--- config.mk ---
export PLATFORM = sky130hd
export DESIGN_NAME = uart_top
export DESIGN_NICKNAME = d
export VERILOG_FILES = /design/src/source/uart_line_pkg.sv /design/src/source/uart_msg_pkg.sv /design/src/source/uart_tx.sv /design/src/source/uart_rx.sv /design/src/source/uart_hello.sv /design/src/source/uart_top.sv
export VERILOG_INCLUDE_DIRS = /design/src /design/src/include
export SDC_FILE = /design/constraint.sdc
export NUM_CORES = 1
export LEC_CHECK = 0
export BUFFER_PORTS_ARGS = -buffer_cell sky130_fd_sc_hd__buf_2
export CAP_MARGIN = 20
export CORE_MARGIN = 2
export CORE_UTILIZATION = 47
export DETAILED_ROUTE_END_ITERATION = 8
export GPL_TIMING_DRIVEN = 0
export PLACE_DENSITY_LB_ADDON = 0.08
export SYNTH_ARGS = -nofsm -noshare
export SYNTH_HDL_FRONTEND = slang
export SYNTH_HIERARCHICAL = 1
export SYNTH_SLANG_ARGS = --single-unit
--- constraint.sdc ---
create_clock -name clock -period 3.17 [get_ports clock]
set_input_delay 0.1585 -clock clock [delete_from_list [all_inputs] [get_ports clock]]
set_output_delay 0.1585 -clock clock [all_outputs]
set_load 0.005 [all_outputs]
--- src/include/uart_settings.svh ---
`ifndef UART_SETTINGS_SVH
`define UART_SETTINGS_SVH

// ##########################################################
// uart loopback build settings
// ##########################################################

// clocks per serial bit, default for tx and rx
`define UART_CYCLES_PER_BIT 3

// idle stop bits after each frame
// gives the receiver time to resync between bytes
`define UART_EXTRA_STOP_BITS 7

// bytes in the fixed message
`define UART_MSG_LEN 16

// width of the running checksum
`define UART_SUM_BITS 32

`endif

--- src/source/uart_line_pkg.sv ---
`default_nettype none

`include "uart_settings.svh"

// types for the serial line side
package uart_line_pkg;

  // start + 8 data + stop + extra stops
  localparam int frame_bits = 10 + `UART_EXTRA_STOP_BITS;

  // cursor must hold the full frame length
  localparam int cursor_bits = $clog2(frame_bits + 1);

  // bit counter, enough for cycles_per_bit up to 65535
  localparam int cycle_bits = 16;

  // one character on the wire
  typedef logic [7:0] data_byte_t;

  // position within a frame
  typedef logic [cursor_bits-1:0] bit_cursor_t;

  // clocks within one bit
  typedef logic [cycle_bits-1:0] bit_cycle_t;

endpackage

`default_nettype wire

--- src/source/uart_msg_pkg.sv ---
`default_nettype none

`include "uart_settings.svh"

// types and text for the message sender
package uart_msg_pkg;

  import uart_line_pkg::*;

  // byte position in the message
  typedef logic [$clog2(`UART_MSG_LEN)-1:0] msg_index_t;

  // running sum of received bytes, wraps
  typedef logic [`UART_SUM_BITS-1:0] checksum_t;

  // ##########################################################
  // fixed message text
  // ##########################################################

  // "Hello, loopback" plus newline
  localparam data_byte_t msg_table [`UART_MSG_LEN] = '{
    "H", "e", "l", "l",
    "o", ",", " ", "l",
    "o", "o", "p", "b",
    "a", "c", "k", 8'h0A
  };

endpackage

`default_nettype wire

--- src/source/uart_tx.sv ---
`default_nettype none

`include "uart_settings.svh"

// serializer, 8N1 plus extra idle stop bits
module uart_tx
  import uart_line_pkg::*;
#(
  parameter int cycles_per_bit = `UART_CYCLES_PER_BIT
) (
  input  wire logic       clock,
  input  wire logic       i_rstn,
  input  wire data_byte_t i_data,
  input  wire logic       i_req,
  output logic            o_serial,
  output logic            o_cts,
  output logic            o_idle
);

  // reload values
  localparam bit_cycle_t  cycle_max   = bit_cycle_t'(cycles_per_bit - 1);
  localparam bit_cursor_t cursor_max  = bit_cursor_t'(frame_bits - 1);
  // cursor at or below this means the stop bit is done
  localparam bit_cursor_t stop_region = bit_cursor_t'(`UART_EXTRA_STOP_BITS);

  bit_cycle_t  cycle;
  bit_cursor_t cursor;
  // bit 0 is the line level, ones shift in from the top
  logic [8:0]  buffer;
  logic        accept;

  // new frame may overlap the extra stop bits
  assign accept = o_cts && i_req;

  // ##########################################################
  // frame sequencing
  // ##########################################################

  always_ff @(posedge clock) begin
    if (!i_rstn) begin
      cycle  <= '0;
      cursor <= '0;
      // line idles high
      buffer <= '1;
    end else if (accept) begin
      // load start bit below the data
      cycle  <= cycle_max;
      cursor <= cursor_max;
      buffer <= {i_data, 1'b0};
    end else if (cycle != '0) begin
      // hold current bit
      cycle <= cycle - 1'b1;
    end else if (cursor != '0) begin
      // next bit, lsb first
      cycle  <= cycle_max;
      cursor <= cursor - 1'b1;
      buffer <= {1'b1, buffer[8:1]};
    end
  end

  // ##########################################################
  // line and status
  // ##########################################################

  assign o_serial = buffer[0];
  // last cycle of the stop bit, or anywhere in the extra stops
  assign o_cts    = ((cursor == stop_region) && (cycle == '0)) ||
                    (cursor < stop_region);
  assign o_idle   = (cursor == '0) && (cycle == '0);

endmodule

`default_nettype wire

--- src/source/uart_rx.sv ---
`default_nettype none

`include "uart_settings.svh"

// deserializer with running checksum
module uart_rx
  import uart_line_pkg::*;
  import uart_msg_pkg::*;
#(
  parameter int cycles_per_bit = `UART_CYCLES_PER_BIT
) (
  input  wire logic  clock,
  input  wire logic  i_rstn,
  input  wire logic  i_serial,
  output data_byte_t o_data,
  output logic       o_valid,
  output checksum_t  o_sum
);

  localparam bit_cycle_t  cycle_max = bit_cycle_t'(cycles_per_bit - 1);
  // wait from start edge to mid start bit
  localparam bit_cycle_t  half_max  =
    bit_cycle_t'((cycles_per_bit > 1) ? (cycles_per_bit / 2 - 1) : 0);
  // start sample, then 8 data, then stop at zero
  localparam bit_cursor_t start_pos = bit_cursor_t'(9);

  logic        active;
  bit_cycle_t  cycle;
  bit_cursor_t cursor;
  logic        sample;
  data_byte_t  shift;
  data_byte_t  data_q;
  logic        valid_q;
  checksum_t   sum_q;

  // mid-bit sample point
  assign sample = active && (cycle == '0);

  // ##########################################################
  // frame tracking
  // ##########################################################

  always_ff @(posedge clock) begin
    if (!i_rstn) begin
      active  <= 1'b0;
      cycle   <= '0;
      cursor  <= '0;
      valid_q <= 1'b0;
    end else begin
      valid_q <= 1'b0;
      if (!active) begin
        // hunt for a falling edge
        if (!i_serial) begin
          active <= 1'b1;
          cycle  <= half_max;
          cursor <= start_pos;
        end
      end else if (cycle != '0) begin
        cycle <= cycle - 1'b1;
      end else begin
        cycle <= cycle_max;
        if (cursor != '0) begin
          cursor <= cursor - 1'b1;
          // start bit gone high again, glitch
          if ((cursor == start_pos) && i_serial) begin
            active <= 1'b0;
          end
        end else begin
          // stop sample, low stop drops the frame
          active  <= 1'b0;
          valid_q <= i_serial;
        end
      end
    end
  end

  // data bits, lsb arrives first
  always_ff @(posedge clock) begin
    if (sample && (cursor != '0) && (cursor != start_pos)) begin
      shift <= {i_serial, shift[7:1]};
    end
    if (sample && (cursor == '0)) begin
      data_q <= shift;
    end
  end

  // checksum lags valid by one cycle
  always_ff @(posedge clock) begin
    if (!i_rstn) begin
      sum_q <= '0;
    end else if (valid_q) begin
      sum_q <= sum_q + checksum_t'(data_q);
    end
  end

  assign o_data  = data_q;
  assign o_valid = valid_q;
  assign o_sum   = sum_q;

endmodule

`default_nettype wire

--- src/source/uart_hello.sv ---
`default_nettype none

`include "uart_settings.svh"

// message sender, walks the table one byte per cts
module uart_hello
  import uart_line_pkg::*;
  import uart_msg_pkg::*;
(
  input  wire logic  clock,
  input  wire logic  i_rstn,
  input  wire logic  i_start,
  input  wire logic  i_cts,
  input  wire logic  i_idle,
  output data_byte_t o_data,
  output logic       o_req,
  output logic       o_done
);

  typedef enum logic [1:0] {
    st_waiting,
    st_sending,
    st_draining
  } state_t;

  localparam msg_index_t last_index = msg_index_t'(`UART_MSG_LEN - 1);

  state_t     state;
  msg_index_t index;

  // ##########################################################
  // handshake to transmitter
  // ##########################################################

  // byte under the cursor
  assign o_data = msg_table[index];

  // one strobe per cts cycle
  // cts drops right after, so this is a single pulse
  assign o_req  = (state == st_sending) && i_cts;

  // last frame fully out
  assign o_done = (state == st_draining) && i_idle;

  // ##########################################################
  // sequencing
  // ##########################################################

  always_ff @(posedge clock) begin
    if (!i_rstn) begin
      state <= st_waiting;
      index <= '0;
    end else begin
      case (state)
        st_waiting: begin
          // start pulses only count here
          if (i_start) begin
            state <= st_sending;
            index <= '0;
          end
        end
        st_sending: begin
          if (o_req) begin
            if (index == last_index) begin
              state <= st_draining;
            end else begin
              index <= msg_index_t'(index + 1'b1);
            end
          end
        end
        st_draining: begin
          // tx still busy right after the last req
          if (o_done) begin
            state <= st_waiting;
          end
        end
        default: begin
          state <= st_waiting;
        end
      endcase
    end
  end

endmodule

`default_nettype wire

--- src/source/uart_top.sv ---
`default_nettype none

// sender -> tx -> rx, looped inside
module uart_top
  import uart_line_pkg::*;
  import uart_msg_pkg::*;
(
  input  wire logic  clock,
  input  wire logic  i_rstn,
  input  wire logic  i_start,
  output logic       o_serial,
  output data_byte_t o_data,
  output logic       o_valid,
  output checksum_t  o_sum,
  output logic       o_done
);

  // sender to transmitter
  logic       tx_req;
  data_byte_t tx_data;
  logic       tx_cts;
  logic       tx_idle;

  // the one serial wire
  logic       serial_line;

  // ##########################################################
  // instances
  // ##########################################################

  uart_hello hello (
    .clock   (clock),
    .i_rstn  (i_rstn),
    .i_start (i_start),
    .i_cts   (tx_cts),
    .i_idle  (tx_idle),
    .o_data  (tx_data),
    .o_req   (tx_req),
    .o_done  (o_done)
  );

  uart_tx tx (
    .clock    (clock),
    .i_rstn   (i_rstn),
    .i_data   (tx_data),
    .i_req    (tx_req),
    .o_serial (serial_line),
    .o_cts    (tx_cts),
    .o_idle   (tx_idle)
  );

  // loopback, rx listens to tx
  uart_rx rx (
    .clock    (clock),
    .i_rstn   (i_rstn),
    .i_serial (serial_line),
    .o_data   (o_data),
    .o_valid  (o_valid),
    .o_sum    (o_sum)
  );

  // line also visible outside
  assign o_serial = serial_line;

endmodule

`default_nettype wire

[Word-level counts from Yosys, hierarchy flattened]
Memories as Yosys holds them, arrays and structs flattened.
Index checks and enable logic that the tools add are counted.
Cells by class
  add/subtract/negate cells: 6
  $lt $le $gt $ge: 2
  equal/unequal tests: 15
  muxes and demuxes: 32
  bitwise gates (word level): 4
  reduce and logical (&&, ||, !) cells: 31
Operators with widths (count)
  16-bit 2-to-1 mux: 5
  5-bit 2-to-1 mux: 7
  32-bit by 8-bit adder with 32-bit output: 1
  16-bit logical NOT: 2
  16-bit nonzero test: 2
  16-bit by 1-bit subtractor with 16-bit output, second input constant: 2
  9-bit 2-to-1 mux: 3
  8-bit 2-to-1 mux: 2
  4-bit 2-to-1 mux: 3
  2-bit inequality test, second input constant: 6
  1-bit logical AND: 10
  5-bit logical NOT: 2
  2-bit 2-to-1 mux: 5
  5-bit nonzero test: 2
  5-bit by 1-bit subtractor with 5-bit output, second input constant: 2
  4-bit one-hot mux with 2 select lines: 1
  4-bit AND reduction: 2
  2-bit by 1-bit inequality test with 1-bit output, second input constant: 3
  2-bit one-hot mux with 3 select lines: 1
  2-bit nonzero test: 3
  5-bit by 3-bit == test with 1-bit output, second input constant: 1
  5-bit by 4-bit == test with 1-bit output, second input constant: 1
  5-bit greater-or-equal comparator, second input constant: 1
  5-bit by 3-bit < comparator with 1-bit output, second input constant: 1
  other kinds (15): 22
Storage, ports and cells
  register bits: 107
  bits in read-only memories: 128
  bits of input ports: 3
  output and inout bits: 43
  memories kept: 1
Memory list
  (name not given): depth 16, width 8, rd ports 1, clocked after memory_dff 0, write ports 0, line uart_hello.sv:36  | assign o_data = msg_table[index];

[Longest topological paths before layout]
  depth after elaboration: 7
  mapped depth: 14
  gate-level depth less buffers: 12

[Cells and area by module]
Netlist, hierarchy kept.
By module, submodules not included
  uart_rx: instances 1, cells an instance 392, area an instance 3548.4 um^2, sequential area each 1581.5 um^2
  uart_tx: instances 1, cells an instance 164, area an instance 1475.2 um^2, sequential area each 600.6 um^2
  uart_hello: instances 1, cells an instance 75, area an instance 606.8 um^2, sequential area each 120.1 um^2

[Least setup slack after synthesis]
No wires, ideal clock.
  kind: reg-to-reg
  from: register tx.cycle[0]
  to: register tx.buffer[1]
  arrival: 2.343 ns
  required time: 3.049 ns
  setup slack: 0.705 ns
  stages on the path, launching flop included: 15
  cells stage by stage: dfxtp_1 inv_1 ha_1 nor4b_2 and4_1 buf_4 a21oi_1 nor3_1 nand3b_1 inv_1 nand3_1 o21a_1 buf_2 nor3b_1 a21oi_1
Between the ends
  cells in the longest elaborated chain, start to end: 7
Ends and longest elaborated chain
  start, declared: line uart_tx.sv:26  | bit_cycle_t cycle;
  start signal, assigned: line uart_tx.sv:47  | cycle <= cycle_max;
  start signal, assigned: line uart_tx.sv:52  | cycle <= cycle - 1'b1;
  start signal, assigned: line uart_tx.sv:55  | cycle <= cycle_max;
  16-bit logical NOT *: line uart_tx.sv:67  | assign o_cts = ((cursor == stop_region) && (cycle == '0)) ||
  1-bit logical AND *: line uart_tx.sv:67
  1-bit logical OR *: line uart_tx.sv:67
  net tx_cts: line uart_top.sv:21  | logic tx_cts;
  1-bit logical AND *: line uart_hello.sv:40  | assign o_req = (state == st_sending) && i_cts;
  net tx_req: line uart_top.sv:19  | logic tx_req;
  1-bit logical AND *: line uart_tx.sv:33  | assign accept = o_cts && i_req;
  2-bit by 1-bit inequality test with 1-bit output (no source line) / 2-bit nonzero test (equally long branches)
  2-bit AND reduction (no source line)
  end signal, assigned: line uart_tx.sv:49  | buffer <= {i_data, 1'b0};
  end signal, assigned: line uart_tx.sv:57  | buffer <= {1'b1, buffer[8:1]};
  end, declared: line uart_tx.sv:29  | logic [8:0] buffer;
Mark *: on every way through the listed nets, which the timed path passes. The rest lies on a longest branch.
A chain may end at the register's enable or synchronous reset.

[Worst setup path after layout]
  from: register tx.cycle[0]
  to: register tx.cycle[9]
Between the ends
  cells in the longest elaborated chain, start to end: 6
Ends and longest elaborated chain (line)
  16-bit logical NOT: uart_tx.sv:67
  1-bit logical AND: uart_tx.sv:67
  1-bit logical OR: uart_tx.sv:67
  net tx_cts: uart_top.sv:21
  1-bit logical AND: uart_hello.sv:40
  net tx_req: uart_top.sv:19
  1-bit logical AND: uart_tx.sv:33
  2-bit OR reduction (no source line)
The timed path passes the listed nets, and every way through them passes these cells.

==> impl_metrics.py <==
metrics = {
    "synth": {
        "synth_top_family_by_area": "simple AND/OR/NAND/NOR gates",
        "yosys_register_bits": 107,
        "ys_dominant_reg_cell": "sky130_fd_sc_hd__dfxtp_1",
        "synth_enable_flop_cells": 16,
        "synth_adder_area_share": 0.0591,
        "synth_mux_area_frac": 0.0562,
        "portion_of_the_post_synthesis_area_used_by_sequential_elements": 0.409,
        "yosys.area_share.xor_xnor": 0.0327,
        "postSynthAreaPerCell_um2": 8.92,
        "postSynth.asyncResetShare": 0,
        "syn-instance-count": 631,
        "synth_compound_area_frac": 0.149,
        "post_synth_num_cell_types": 73,
        "synth_area_um2": 5630,
        "syn_nets": 660,
        "synth-warning-count": 6,
        "synth_simple_gate_area_share": 0.254,
    },
    "cts": {
        "cts_inserted_buffers": 9,
        "clkLatencyLatePin_ps": 350,
        "clkSlewWorstSetupHoldPaths_ps": 70,
        "ctsLongestPathBuffers": 2,
        "cts_tree": "done",
        "h_tree_level_count": 3,
        "clock_sink_count": 107,
        "cts.hold.buffers_added": 0,
        "postCtsSetupBuffers": 0,
        "cts_root_buf": "sky130_fd_sc_hd__clkbuf_16",
    },
    "setup_path": {
        "cp_data_arrival_time_ps": 3030,
        "rrSetupSlack_ps": 380,
        "path_cells": "inv_1 > ha_1 > nor4b_2 > and4_1 > buf_4 > a21oi_1 > nor3_2 > nand3b_1 > inv_1 > nand3_1 > o21a_1 > nand2_2 > buf_2 > nor2_1",
        "cp_common_cell": "sky130_fd_sc_hd__inv_1",
        "critical_path.startpoint_type": "flip-flop",
        "path_delay_family": "simple AND/OR/NAND/NOR gates",
        "rr_worst_depth": 14,
        "critPathSlowestCell": "sky130_fd_sc_hd__dfxtp_1",
        "critical-path-max-stage-delay_ps": 340,
        "cp_max_fo": 10,
        "critPathRequiredTime_ps": 3410,
        "timing.setup.critical_path_class": "flip-flop to flip-flop",
        "cp.buffers_inverters": 4,
        "crit_cells": 14,
        "cp-end-kind": "flip-flop",
    },
    "pwr": {
        "total_power_mw": 4.57,
        "cellPowerDensity_nw_per_um2": 722,
        "cellLeakagePower_nw": 2.41,
        "irDropWorstVdd_mv": 0.427,
    },
    "place": {
        "dpl_worst_slack_ps": 245,
        "place_hpwl_um": 8730,
        "gp_congestion": 0.836,
        "port_buffers": 45,
    },
    "final_layout": {
        "utilization": 0.547,
        "area.growth.synth_to_final_pct": 12.4,
        "highest_count_cells_in_the_layout_ignoring_fill_and_taps": "sky130_fd_sc_hd__dfxtp_1 (91), sky130_fd_sc_hd__nor2_1 (56), sky130_fd_sc_hd__buf_2 (51), sky130_fd_sc_hd__nand2_1 (51), sky130_fd_sc_hd__a21oi_1 (50)",
        "antenna_cells": 0,
        "layout.cells.most_common": "sky130_fd_sc_hd__dfxtp_1",
        "drive_gt1_frac": 0.118,
        "final_nets": 716,
    },
    "detailed_routing": {
        "routed-via-count": 4745,
        "drt-initial-drc-count": 317,
        "route.met3.wl_um": 394,
        "top_layer_used": "met4",
        "wl_um": 12200,
        "m1WireLength_um": 5710,
        "avgRoutedWirePerCell_um": 14.6,
        "post_drt_via_cell_ratio": 5.68,
        "drt-pass1-iter-count": 4,
        "met2WireLength_um": 5930,
        "drc_errors": 0,
        "ant_nets": 0,
    },
    "die": {
        "placement_rows": 39,
        "design.core.area_um2": 11600,
        "initial_core_util": 0.487,
        "die_height_um": 113,
        "die_x_um": 113,
        "floorplan.die_area_um2": 12900,
        "io_pins": 46,
    },
    "timing": {
        "rsz0062_at_grt": "no",
        "minimum_clock_period_after_layout_ps": 2790,
        "final.period_utilization": 0.880,
        "postLayoutSetupSlackWorst_ps": 382,
        "finalSetupViolations": 0,
        "worst_slew_margin_rel": 0.340,
        "final.setup_skew_ps": 6.42,
        "maxSlewViolCount": 0,
        "hold_slack_ps": 192,
        "total_count_of_hold_check_failures_in_the_final_report": 0,
        "worst_pin_slew_ps": 980,
        "setup-tns-final_ps": 0,
        "max_freq_mhz": 359,
    },
    "worst_hold_path": {
        "timing.hold.worst.class": "input pin to flip-flop",
        "min_delay_path_depth": 3,
    },
    "global_routing": {
        "first_pass_grt_wire_length_um": 20500,
        "grt.overflow.total": 0,
        "number_of_global_route_vias_before_repair": 4417,
        "antenna_found_initial": 0,
        "grt_usage": 0.194,
        "largest_net_degree_at_the_start_of_global_routing": 17,
    },
    "job": {
        "max-cap-violations": 0,
    },
    "outcome": {
        "status": "complete, no violations",
    },
}
[routing by layer]
layer | vias to the layer above | track usage
met2 | 81 | 0.335
met1 | 2244 | 0.245
met4 | 0 | 0.0699
met3 | 15 | 0.0345
li1 | 2405 | -
met5 | - | 0
[state kept, by name, summed over array words and instances, names as in the netlist]
name and flops:
hello/state 2, hello/index 4, rx/o_valid 1, rx/active 1, rx/cycle 16, rx/o_data 8
tx/cycle 16, tx/buffer 9, rx/shift 8, rx/cursor 5, rx/o_sum 32, tx/cursor 5
[cells by family after synthesis]
family | count (synthesis)
AO/OA/AOI/OAI | 135
buffers and inverters | 50
AND/OR/NAND/NOR | 261
multiplexers | 30
other | 1
flip-flops | 107
adder cells (fa/ha/maj) | 26
XOR/XNOR | 21
[area by class of cell]
type / instances / area [um^2]
timing repair buffer: 45 / 225
tap: 143 / 179
sequential: 107 / 2300
fill: 1104 / 5240
clock inverter: 5 / 53.8
multi-input combinational: 474 / 3110
inverter: 23 / 86.3
clock buffer: 11 / 233
buffer: 27 / 136
[cells in the mapped netlist, drive strengths merged, types with 12 or more instances]
cell,number,area share
nand3,30,0.027
clkbuf,15,0.010
o21ai,24,0.021
dfxtp,91,0.32
nand2b,18,0.020
ha,25,0.056
nand4,16,0.019
nand2,52,0.035
nor2,56,0.037
a21oi,50,0.044
edfxtp,16,0.085
nor3,17,0.016
mux2i,26,0.046
xor2,14,0.022
inv,22,0.015
buf,12,0.014
[metrics by stage]
stage | cells | area (um^2)
CTS | 835 | 6320
detailed placement | 819 | 6030
global placement | 819 | 6030
global route | 835 | 6330
finish | 835 | 6330
floorplan | 631 | 5630
[power by group]
part	switching (mW)	leakage (nW)	internal, mW
combinational	0.960	1.39	0.718
sequential	0.206	0.884	1.58
clock	0.492	0.135	0.609
[tightest hold or removal path, cell delays in order]
cell and delay (ps):
sky130_fd_sc_hd__buf_2 120, sky130_fd_sc_hd__o22ai_1 150, sky130_fd_sc_hd__nor3b_1 70
[worst paths after layout]
check	startpoint	endpoint
max	tx/cycle[0]	tx/cycle[9]
min	i_start	hello/state[0]
max reg2reg	tx/cycle[0]	tx/cycle[9]
min reg2reg	rx/shift[0]	rx/o_data[0]
[what timing repair did]
action | 4_1_cts | 5_1_grt
resized for setup | 0 | 1
setup endpoints to repair | 0 | 17
endpoints found under the hold margin | 0 | 0
Power figures use the tool's default switching activity.
